--- src/design/ringPkg.sv ---
// shared constants and types for the ring switch
// flit layout, ring size and utilization window

package ringPkg;

	// routers on the ring
	localparam int NodeCount = 7;

	// bits needed for a node ID
	localparam int NodeIdWidth = 3;

	// payload carried below the exit field
	localparam int PayloadWidth = 32;

	// exit field on top, payload in the low bits
	localparam int DataWidth = NodeIdWidth + PayloadWidth;

	// utilization result width, saturates at all ones
	localparam int UtilWidth = 8;

	// cycles per utilization window
	localparam int UtilWindow = 256;

	// one node ID
	typedef logic [NodeIdWidth-1:0] nodeId_t;

	// one flit word
	typedef logic [DataWidth-1:0] flit_t;

endpackage

--- src/design/slotFifo.sv ---
// synchronous circular FIFO for flits
// hasRoom keeps one spare entry for a write already in flight

`timescale 1ns/1ps

module slotFifo #(
	parameter int Depth = 8
) (
	input  logic           clk,
	input  logic           reset,
	input  logic           push,
	input  logic           pop,
	input  ringPkg::flit_t pushData,
	output ringPkg::flit_t popData,
	output logic           notEmpty,
	output logic           hasRoom
);
	localparam int PtrWidth = (Depth > 1) ? $clog2(Depth) : 1;
	localparam int CountWidth = $clog2(Depth + 1);

	ringPkg::flit_t mem [Depth];
	logic [PtrWidth-1:0] wrPtr;
	logic [PtrWidth-1:0] rdPtr;
	logic [CountWidth-1:0] count;
	logic doPush;
	logic doPop;

	assign notEmpty = (count != '0);
	// two free entries needed, one may already be on the wire
	assign hasRoom = (int'(count) <= Depth - 2);
	assign doPush = push && (int'(count) < Depth);
	assign doPop = pop && notEmpty;
	assign popData = mem[rdPtr];

	always_ff @(posedge clk) begin
		if (doPush) begin
			mem[wrPtr] <= pushData;
		end
	end

	always_ff @(posedge clk) begin
		if (reset) begin
			wrPtr <= '0;
			rdPtr <= '0;
			count <= '0;
		end else begin
			if (doPush) begin
				wrPtr <= (wrPtr == PtrWidth'(Depth - 1)) ? '0 : wrPtr + 1'b1;
			end
			if (doPop) begin
				rdPtr <= (rdPtr == PtrWidth'(Depth - 1)) ? '0 : rdPtr + 1'b1;
			end
			case ({doPush, doPop})
				2'b10:   count <= count + 1'b1;
				2'b01:   count <= count - 1'b1;
				default: count <= count;
			endcase
		end
	end

endmodule

--- src/design/routeCompute.sv ---
// direction choice for a freshly injected flit
// shortest way round the ring from this node

`timescale 1ns/1ps

module routeCompute #(
	parameter int SrcId = 0
) (
	input  ringPkg::nodeId_t exitNode,
	output logic             toEject,
	output logic             toClockwise
);
	// at most this many hops go clockwise
	localparam int HalfRing = (ringPkg::NodeCount - 1) / 2;

	int hops;

	// clockwise hop count, always non-negative before the modulo
	always_comb begin
		hops = (int'(exitNode) + ringPkg::NodeCount - SrcId) % ringPkg::NodeCount;
	end

	assign toEject = (hops == 0);

	// ties cannot happen on an odd ring
	assign toClockwise = (hops >= 1) && (hops <= HalfRing);

endmodule

--- src/design/utilCounter.sv ---
// windowed event counter
// count saturates, result held for the whole next window

`timescale 1ns/1ps

module utilCounter (
	input  logic                            clk,
	input  logic                            reset,
	input  logic                            countEvent,
	output logic [ringPkg::UtilWidth-1:0]   util
);
	localparam int WindowWidth = $clog2(ringPkg::UtilWindow);
	localparam logic [ringPkg::UtilWidth-1:0] CountMax = '1;

	logic [WindowWidth-1:0] windowCnt;
	logic [ringPkg::UtilWidth-1:0] eventCnt;
	logic [ringPkg::UtilWidth-1:0] eventNext;
	logic windowEnd;

	assign windowEnd = (windowCnt == WindowWidth'(ringPkg::UtilWindow - 1));

	// includes the event of the current cycle
	assign eventNext = (countEvent && (eventCnt != CountMax)) ? eventCnt + 1'b1 : eventCnt;

	always_ff @(posedge clk) begin
		if (reset) begin
			windowCnt <= '0;
			eventCnt <= '0;
			util <= '0;
		end else begin
			windowCnt <= windowEnd ? '0 : windowCnt + 1'b1;
			if (windowEnd) begin
				// publish and start the next window empty
				util <= eventNext;
				eventCnt <= '0;
			end else begin
				eventCnt <= eventNext;
			end
		end
	end

endmodule

--- src/design/ringRouter.sv ---
// one ring node: inject and ring input FIFOs, route choice,
// round-robin eject arbiter, transit-first ring outputs
// and utilization counters for both ring outputs and inject

`timescale 1ns/1ps

module ringRouter #(
	parameter int SrcId = 0,
	parameter int InterNodeFifoDepth = 8,
	parameter int IntraNodeFifoDepth = 2
) (
	input  logic                          clk,
	input  logic                          reset,
	input  ringPkg::flit_t                inject,
	input  logic                          injectReceive,
	input  ringPkg::flit_t                ClockwiseIn,
	input  ringPkg::flit_t                CounterClockwiseIn,
	input  logic                          ClockwiseReceive,
	input  logic                          CounterClockwiseReceive,
	input  logic                          ClockwiseNextSlotAvail,
	input  logic                          CounterClockwiseNextSlotAvail,
	input  logic                          EjectSlotAvail,
	output ringPkg::flit_t                ClockwiseOut,
	output ringPkg::flit_t                CounterClockwiseOut,
	output ringPkg::flit_t                eject,
	output logic                          ClockwiseSend,
	output logic                          CounterClockwiseSend,
	output logic                          ejectSend,
	output logic                          ClockwiseSlotAvail,
	output logic                          CounterClockwiseSlotAvail,
	output logic                          InjectSlotAvail,
	output logic [ringPkg::UtilWidth-1:0] ClockwiseUtil,
	output logic [ringPkg::UtilWidth-1:0] CounterClockwiseUtil,
	output logic [ringPkg::UtilWidth-1:0] InjectUtil
);
	localparam ringPkg::nodeId_t MyId = ringPkg::nodeId_t'(SrcId);
	localparam int ExitLsb = ringPkg::PayloadWidth;

	ringPkg::flit_t injData, cwData, ccwData;
	logic injNotEmpty, cwNotEmpty, ccwNotEmpty;
	logic injPop, cwPop, ccwPop;
	logic injToEject, injToClockwise;
	logic injEject, injCw, injCcw;
	logic cwEject, cwTransit, ccwEject, ccwTransit;
	logic cwTakeTransit, cwTakeInject, ccwTakeTransit, ccwTakeInject;
	// bit 0 clockwise head, bit 1 counter-clockwise head, bit 2 inject head
	logic [2:0] ejectReq, ejectGrant;
	logic [1:0] lastGrant;

	slotFifo #(.Depth(IntraNodeFifoDepth)) uInjectFifo (
		.clk(clk), .reset(reset), .push(injectReceive), .pop(injPop),
		.pushData(inject), .popData(injData),
		.notEmpty(injNotEmpty), .hasRoom(InjectSlotAvail)
	);

	slotFifo #(.Depth(InterNodeFifoDepth)) uClockwiseFifo (
		.clk(clk), .reset(reset), .push(ClockwiseReceive), .pop(cwPop),
		.pushData(ClockwiseIn), .popData(cwData),
		.notEmpty(cwNotEmpty), .hasRoom(ClockwiseSlotAvail)
	);

	slotFifo #(.Depth(InterNodeFifoDepth)) uCounterClockwiseFifo (
		.clk(clk), .reset(reset), .push(CounterClockwiseReceive), .pop(ccwPop),
		.pushData(CounterClockwiseIn), .popData(ccwData),
		.notEmpty(ccwNotEmpty), .hasRoom(CounterClockwiseSlotAvail)
	);

	// only injected flits pick a direction, transit keeps its own
	routeCompute #(.SrcId(SrcId)) uRoute (
		.exitNode(injData[ExitLsb +: ringPkg::NodeIdWidth]),
		.toEject(injToEject),
		.toClockwise(injToClockwise)
	);

	assign injEject = injNotEmpty && injToEject;
	assign injCw = injNotEmpty && !injToEject && injToClockwise;
	assign injCcw = injNotEmpty && !injToEject && !injToClockwise;
	assign cwEject = cwNotEmpty && (cwData[ExitLsb +: ringPkg::NodeIdWidth] == MyId);
	assign cwTransit = cwNotEmpty && !cwEject;
	assign ccwEject = ccwNotEmpty && (ccwData[ExitLsb +: ringPkg::NodeIdWidth] == MyId);
	assign ccwTransit = ccwNotEmpty && !ccwEject;

	// ring outputs, transit before inject
	assign cwTakeTransit = cwTransit && ClockwiseNextSlotAvail;
	assign cwTakeInject = injCw && !cwTransit && ClockwiseNextSlotAvail;
	assign ccwTakeTransit = ccwTransit && CounterClockwiseNextSlotAvail;
	assign ccwTakeInject = injCcw && !ccwTransit && CounterClockwiseNextSlotAvail;

	assign ejectReq = {injEject, ccwEject, cwEject} & {3{EjectSlotAvail}};

	// round robin, search starts after the last winner
	always_comb begin
		int idx;
		logic found;
		ejectGrant = '0;
		found = 1'b0;
		for (int i = 1; i <= 3; i++) begin
			idx = (int'(lastGrant) + i) % 3;
			if (!found && ejectReq[idx]) begin
				ejectGrant[idx] = 1'b1;
				found = 1'b1;
			end
		end
	end

	assign cwPop = ejectGrant[0] || cwTakeTransit;
	assign ccwPop = ejectGrant[1] || ccwTakeTransit;
	assign injPop = ejectGrant[2] || cwTakeInject || ccwTakeInject;

	always_ff @(posedge clk) begin
		if (reset) begin
			ClockwiseSend <= 1'b0;
			CounterClockwiseSend <= 1'b0;
			ejectSend <= 1'b0;
			lastGrant <= 2'd2;
		end else begin
			ClockwiseSend <= cwTakeTransit || cwTakeInject;
			CounterClockwiseSend <= ccwTakeTransit || ccwTakeInject;
			ejectSend <= |ejectGrant;
			if (|ejectGrant) begin
				lastGrant <= ejectGrant[0] ? 2'd0 : (ejectGrant[1] ? 2'd1 : 2'd2);
			end
		end
	end

	// flit registers, qualified by the send pulses
	always_ff @(posedge clk) begin
		if (cwTakeTransit) begin
			ClockwiseOut <= cwData;
		end else if (cwTakeInject) begin
			ClockwiseOut <= injData;
		end
		if (ccwTakeTransit) begin
			CounterClockwiseOut <= ccwData;
		end else if (ccwTakeInject) begin
			CounterClockwiseOut <= injData;
		end
		if (ejectGrant[0]) begin
			eject <= cwData;
		end else if (ejectGrant[1]) begin
			eject <= ccwData;
		end else if (ejectGrant[2]) begin
			eject <= injData;
		end
	end

	utilCounter uClockwiseUtil (
		.clk(clk), .reset(reset), .countEvent(ClockwiseSend), .util(ClockwiseUtil)
	);

	utilCounter uCounterClockwiseUtil (
		.clk(clk), .reset(reset), .countEvent(CounterClockwiseSend),
		.util(CounterClockwiseUtil)
	);

	utilCounter uInjectUtil (
		.clk(clk), .reset(reset), .countEvent(injectReceive), .util(InjectUtil)
	);

endmodule

--- config.mk ---
export PLATFORM = sky130hd
export DESIGN_NAME = ringRouter
export DESIGN_NICKNAME = d
export VERILOG_FILES = /design/src/design/ringPkg.sv /design/src/design/slotFifo.sv /design/src/design/routeCompute.sv /design/src/design/utilCounter.sv /design/src/design/ringRouter.sv
export SDC_FILE = /design/constraint.sdc
export NUM_CORES = 1
export LEC_CHECK = 0
export BUFFER_PORTS_ARGS = -buffer_cell sky130_fd_sc_hd__buf_2
export CAP_MARGIN = 40
export CORE_AREA = 2 2 277 279
export CTS_CLUSTER_DIAMETER = 120
export CTS_CLUSTER_SIZE = 12
export DETAILED_ROUTE_END_ITERATION = 12
export DIE_AREA = 0 0 279 281
export SLEW_MARGIN = 5
export SYNTH_ARGS = -nofsm -noshare
export SYNTH_HDL_FRONTEND = slang
export SYNTH_SLANG_ARGS = --single-unit
--- constraint.sdc ---
create_clock -name clk -period 5.2 [get_ports clk]
set_input_delay 0.52 -clock clk [delete_from_list [all_inputs] [get_ports clk]]
set_output_delay 0.52 -clock clk [all_outputs]
set_load 0.005 [all_outputs]
# Yosys cells after proc, flatten, opt, wreduce, memory -nomap -nowiden
# Memory sizes are Yosys's and may differ from the RTL's. A register that Yosys moved wholly into a read port is not among the register bits.
# Index checks and enable logic that the tools add are counted.
[classes] bitwise_logic=3 mux=53 n_div=4 n_eq_ne=16 addsub=22 n_shift=0 order_cmp=14 n_reduce_logical=59 n_mul=0
[ops] op="two-way mux 35 bit" n=7
[ops] op="greater-or-equal comparator 32 x 1 -> 1 bit (second input constant)" n=3
[ops] op="< comparator 32 x 4 -> 1 bit (second input constant)" n=3
[ops] op="modulo 32 x 3 -> 32 bit (second input constant)" n=3
[ops] op="adder 8 x 1 -> 8 bit (second input constant)" n=6
[ops] op="two-way mux 3 bit" n=11
[ops] op="greater-or-equal comparator 32 x 2 -> 1 bit (second input constant)" n=1
[ops] op="<= comparator 32 x 3 -> 1 bit (second input constant)" n=1
[ops] op="logical NOT 32 bit" n=1
[ops] op="modulo 32 x 4 -> 32 bit (second input constant)" n=1
[ops] op="logical AND 1 bit" n=29
[ops] op="equality test 8 bit (second input constant)" n=3
[ops] op="two-way mux 8 bit" n=3
[ops] op="!= test 8 bit (second input constant)" n=3
[ops] op="two-way mux 1 bit" n=21
[ops] op="one-hot mux 4 bit (2 select lines)" n=2
[ops] op="adder 3 x 1 -> 3 bit (second input constant)" n=4
[ops] op="equality test 3 bit (second input constant)" n=4
[ops] op="nonzero test 2 bit" n=6
[ops] op="adder 4 x 1 -> 4 bit (second input constant)" n=2
[ops] op="<= comparator 4 x 3 -> 1 bit (second input constant)" n=2
[ops] op="logical NOT 1 bit" n=8
[ops] op="< comparator 4 bit (second input constant)" n=2
[ops] op="nonzero test 4 bit" n=2
[ops] op="other kinds (22)" n=43
[totals] latchBits=0 mem_count=3 inputBits=113 mem_bits_ro=0 reg_bits=206 ramBits=630
[memory_table] name="uClockwiseFifo.mem" words=8 word_bits=35 read_ports=1 rd_ports_with_merged_regs=1 wr=1 line_no="slotFifo.sv:21" rtl="ringPkg::flit_t mem [Depth];"
[memory_table] name="uCounterClockwiseFifo.mem" words=8 word_bits=35 read_ports=1 rd_ports_with_merged_regs=1 wr=1 line_no="slotFifo.sv:21"
[memory_table] name="uInjectFifo.mem" words=2 word_bits=35 read_ports=1 rd_ports_with_merged_regs=1 wr=1 line_no="slotFifo.sv:21"

# Longest topological paths before layout
[depth] word_depth=20 ltp_mapped=27 depth_no_buf=24

# Hierarchy
# From an unflattened synthesis, not the netlist that was laid out.
[hier_totals] cells_unflattened=1964 hier_area_um2=35200.0
[by_module_without_submodules] module="slotFifo at uClockwiseFifo ..." cells_each=483 n_inst=2 area_per_inst_um2=11452.2
[by_module_without_submodules] module="ringRouter" cells_each=516 n_inst=1 area_per_inst_um2=6247.2
[by_module_without_submodules] module="utilCounter" cells_each=98 n_inst=3 area_per_inst_um2=964.7
[by_module_without_submodules] module="slotFifo at uInjectFifo" cells_each=133 n_inst=1 area_per_inst_um2=2730.1
[by_module_without_submodules] module="routeCompute" cells_each=55 n_inst=1 area_per_inst_um2=424.2

# Least setup slack after synthesis
# OpenSTA, ideal clock, no wires.
[synth_path] path_kind="register -> register" from="reg (tool-made name)" to="reg uClockwiseFifo.count[2]" arrival_ns=5.536 setup_slack_ns=-0.459 path_stages_with_launch=27 t_required_ns=5.077 setup_ns=0.123 path_cell_list="dfxtp_1 -> buf_6 -> mux2_2 -> inv_1 -> ha_1 -> xnor2_1 -> ha_1 -> ha_1 -> clkbuf_1 -> o31a_1 -> o21ai_0 -> a21o_1 -> a31o_1 -> and4_1 -> buf_4 -> a211oi_1 -> o211ai_2 -> a31oi_1 -> inv_1 -> ha_1 -> clkbuf_1 -> xor2_1 -> ha_1 -> a31o_2 -> a41o_1 -> mux2i_1 -> mux2_1"
[synth_lines] element="to (signal assigned)" line_no="slotFifo.sv:54" rtl="2'b10: count <= count + 1'b1;"
[synth_lines] element="to (signal assigned)" line_no="slotFifo.sv:55" rtl="2'b01: count <= count - 1'b1;"
[synth_lines] element="to (signal assigned)" line_no="slotFifo.sv:56" rtl="default: count <= count;"
[synth_lines] element="to (decl)" line_no="slotFifo.sv:24" rtl="logic [CountWidth-1:0] count;"

==> results.cfg <==
[sta]
setup_slack_ns = 0.132
tightestPinTransition_ns = 0.832
clock-skew-final_ns = 0.0525
max_freq_mhz = 197
relSlewSlack_pct = 44.4
setup_viol = 0
maxSlewViolCount = 0
fin_crit_sh_pct = 97.5
hold_ws_ns = 0.0524
finalHoldViolCount = 0
fin_crit_ns = 5.07

[placed_design]
io_buffers = 247
dp_hpwl_um = 51400
dp_slack_ns = -0.180
placed_cell_area_um2 = 36400
gp_congestion = 0.843

[critical_path]
worst-path-max-fanout = 3
cp_top_family = compound AO/OA/AOI/OAI gates
critPathKind = reg -> reg
ff2ff_path_depth = 25
slowest_delay_ns = 0.42
reg2reg_from = uInjectFifo.mem[0][32]
arrival_ns = 5.59
crit_top_cell = inv_1
end_kind = flop
cp.required_ns = 5.72
path_depth = 25
worst-path-buf-inv = 5
cp_slowest_cell = a221o_1
setup.worst_path.end = uCounterClockwiseFifo.count[2]
r2r_setup_slack_ns = 0.13
startpoint = uInjectFifo.mem[0][32]
r2r-end = uCounterClockwiseFifo.count[2]
cp-start-kind = flop

[die]
start_util_pct = 44.5
num_io_pins = 248
die_h_um = 281
chipWidth_um = 279
core-area_um2 = 75400
die-area_um2 = 78400
rows = 101

[synth]
ys_ff_latch = 843
synth_ff_type = edfxtp_1
async_flop_share_pct = 0
synth_warnings = 0
synth_area_um2 = 33600
syn_nets = 1979
synthDistinctLibCells = 67
synth.yosys.seq_area_share_pct = 72.2
syn_inst = 1839
synth_edf_count = 735
avgSynthCellArea_um2 = 18.3

[cells_and_area]
final_nets = 2287
ff_latch_area_um2 = 24200
drive_above_1_share_pct = 29.5
multiInputGateArea_um2 = 9120
areaGrowthSynthToFinish_pct = 15.6
fin_util_pct = 51.4
n_fill_cell = 6121
final_cell_area_um2 = 38800

[detailed_routing]
drtIter0Drc = 1216
vias = 17694
dr.pass1.iters = 5
viasPerCell = 5.60
drc = 0
drt-total-wl_um = 80500
detail_route.wl_per_cell_um = 25.5
final_antenna_net_count = 0

[power_and_ir_drop]
power.leakage_uw = 0.0135
p_total_uw = 18700
power.density_nw_per_um2 = 482
irDropWorstVdd_v = 0.000255

[clocking]
insertion_delay_ns = 0.65
cts_made_buffers = 80
clk_path_buf_depth = 3
clkSinkCount = 843
cts_tree = done
h-tree-depth = 3
clk_pin_slew_ns = 0.07
cts-root-buf = clkbuf_16

[grt]
grt_first_pass_wirelength_um = 118000
grt_overflow_total = 0
grt_max_degree = 75
grt_pass1_vias = 18161
grt_antenna_before_repair = 17
track_usage_pct = 20.6

[min_path]
hp-class = in -> reg

[outcome]
status = complete, no violations

[job]
maxCapViolations = 0
-- timing repair --
action | CTS | global route
hold endpoints to repair | 0 | 0
pin swaps | 0 | 8
hold buffers | 0 | 0
buffers inserted | 0 | 9
setup endpoints to repair | 3 | 3
gates resized for setup | 3 | 15
-- Yosys cell counts (all sizes together), types with 3 or more instances --
cell type / number / area, um^2
edfxtp: 735 / 22100
mux2i: 222 / 2230
nor2: 142 / 533
mux4: 140 / 3150
dfxtp: 108 / 2160
clkbuf: 60 / 225
mux2: 41 / 537
nand2: 34 / 128
xor2: 31 / 272
buf: 30 / 151
a211oi: 29 / 223
ha: 27 / 338
inv: 27 / 101
a21oi: 23 / 119
nand3: 22 / 110
xnor2: 18 / 158
nor3: 15 / 75.1
nor2b: 14 / 87.6
nand4: 11 / 68.8
o21ai: 11 / 55.1
and3: 9 / 56.3
nand2b: 8 / 50.1
a31oi: 7 / 43.8
nand3b: 6 / 57.6
nor4: 5 / 31.3
o21a: 5 / 37.5
or2: 5 / 31.3
or3: 5 / 31.3
a21o: 4 / 30.0
a22o: 3 / 26.3
and2: 3 / 18.8
and4: 3 / 26.3
nor3b: 3 / 22.5
o211ai: 3 / 27.5
o21bai: 3 / 22.5
-- cells in the final DEF (no fill, tap or decap), types with 5 or more instances in the layout --
cell       count
a211oi_1      26
a21oi_1       22
a31oi_1        5
and3_1         8
buf_12         5
buf_2        247
buf_4         63
clkbuf_1      22
clkbuf_16     80
dfxtp_1      101
diode_2        5
edfxtp_1     735
ha_1          22
inv_1         26
mux2_2        17
mux2_4        21
mux2i_1      221
mux4_2       140
nand2_1       31
nand2b_1       7
nand3_1       22
nand3b_1       5
nand4_1       11
nor2_1       133
nor2_4         8
nor2b_1       14
nor3_1         7
nor3_2         8
o21ai_0       10
or2_2          5
or3_1          5
xnor2_1       17
xor2_1        31
-- cell families (layout without fill, tap and decap cells) --
family                   Yosys count  count (layout)  synth area share, %
buffers and inverters            117             453                 1.42
adder cells (fa/ha/maj)           27              27                 1.01
AO/OA/AOI/OAI                    111             111                 2.40
AND/OR/NAND/NOR                  289             289                 4.06
multiplexers                     403             403                 17.6
flip-flops                       843             843                 72.2
other                              0               5                    0
XOR/XNOR                          49              49                 1.28
-- where the power goes --
| group | total, uW | switching [uW] | internal, uW |
|---|---|---|---|
| sequential | 8720 | 358 | 8360 |
| combinational | 4710 | 2690 | 2010 |
| clock | 5260 | 2430 | 2830 |
-- layer usage --
layer  vias up  wire length, um  global-route usage [%]  share of wire [%]
met5         -              115                       0               0.14
met4        16             1650                    4.44                2.1
met3       148             5470                    5.41                6.8
met2       551            39400                    34.8                 49
met1      9117            33800                    26.8                 42
li1       7862                -                       -                  -
-- how the worst min path moves through the flow --
stage               cells after the start                          startpoint                                  to  slack (ns)
floorplan                               1         uClockwiseUtil.windowCnt[0]         uClockwiseUtil.windowCnt[0]        0.43
global route                            1                          inject[19]              uInjectFifo.mem[1][19]        0.02
CTS                                     1                          inject[19]              uInjectFifo.mem[0][19]        0.02
detailed placement                      1  uCounterClockwiseUtil.windowCnt[0]  uCounterClockwiseUtil.windowCnt[0]        0.46
finish                                  1                          inject[14]              uInjectFifo.mem[0][14]        0.05
global placement                        1         uClockwiseUtil.windowCnt[0]         uClockwiseUtil.windowCnt[0]        0.45
-- state kept, by name, indices dropped and copies added, names as in the netlist, 4 cells and up, named ones only --
signal                           flops
ClockwiseOut                        35
CounterClockwiseOut                 35
eject                               35
uClockwiseFifo.count                 4
uClockwiseFifo.mem                 280
uClockwiseUtil.eventCnt              8
uClockwiseUtil.util                  8
uClockwiseUtil.windowCnt             8
uCounterClockwiseFifo.count          4
uCounterClockwiseFifo.mem          280
uCounterClockwiseUtil.eventCnt       8
uCounterClockwiseUtil.util           8
uCounterClockwiseUtil.windowCnt      8
uInjectFifo.mem                     70
uInjectUtil.eventCnt                 8
uInjectUtil.util                     8
uInjectUtil.windowCnt                8
-- cell type report --
| class | count | area share (%) |
|---|---|---|
| Clock inverter | 8 | 0.455 |
| Clock buffer | 102 | 5.37 |
| Sequential cell | 843 | 62.5 |
| Inverter | 27 | 0.261 |
| Timing Repair Buffer | 316 | 4.73 |
| Multi-Input combinational cell | 879 | 23.5 |
| Antenna cell | 5 | 0.0322 |
| Tap cell | 978 | 3.15 |
-- stage by stage --
stage               TNS (ns)  cells
floorplan                  0   1839
global placement           0   3030
detailed placement    -0.418   3034
CTS                        0   3144
global route          -0.140   3154
finish                     0   3158
No activity file was read; power rests on OpenSTA's default activity.
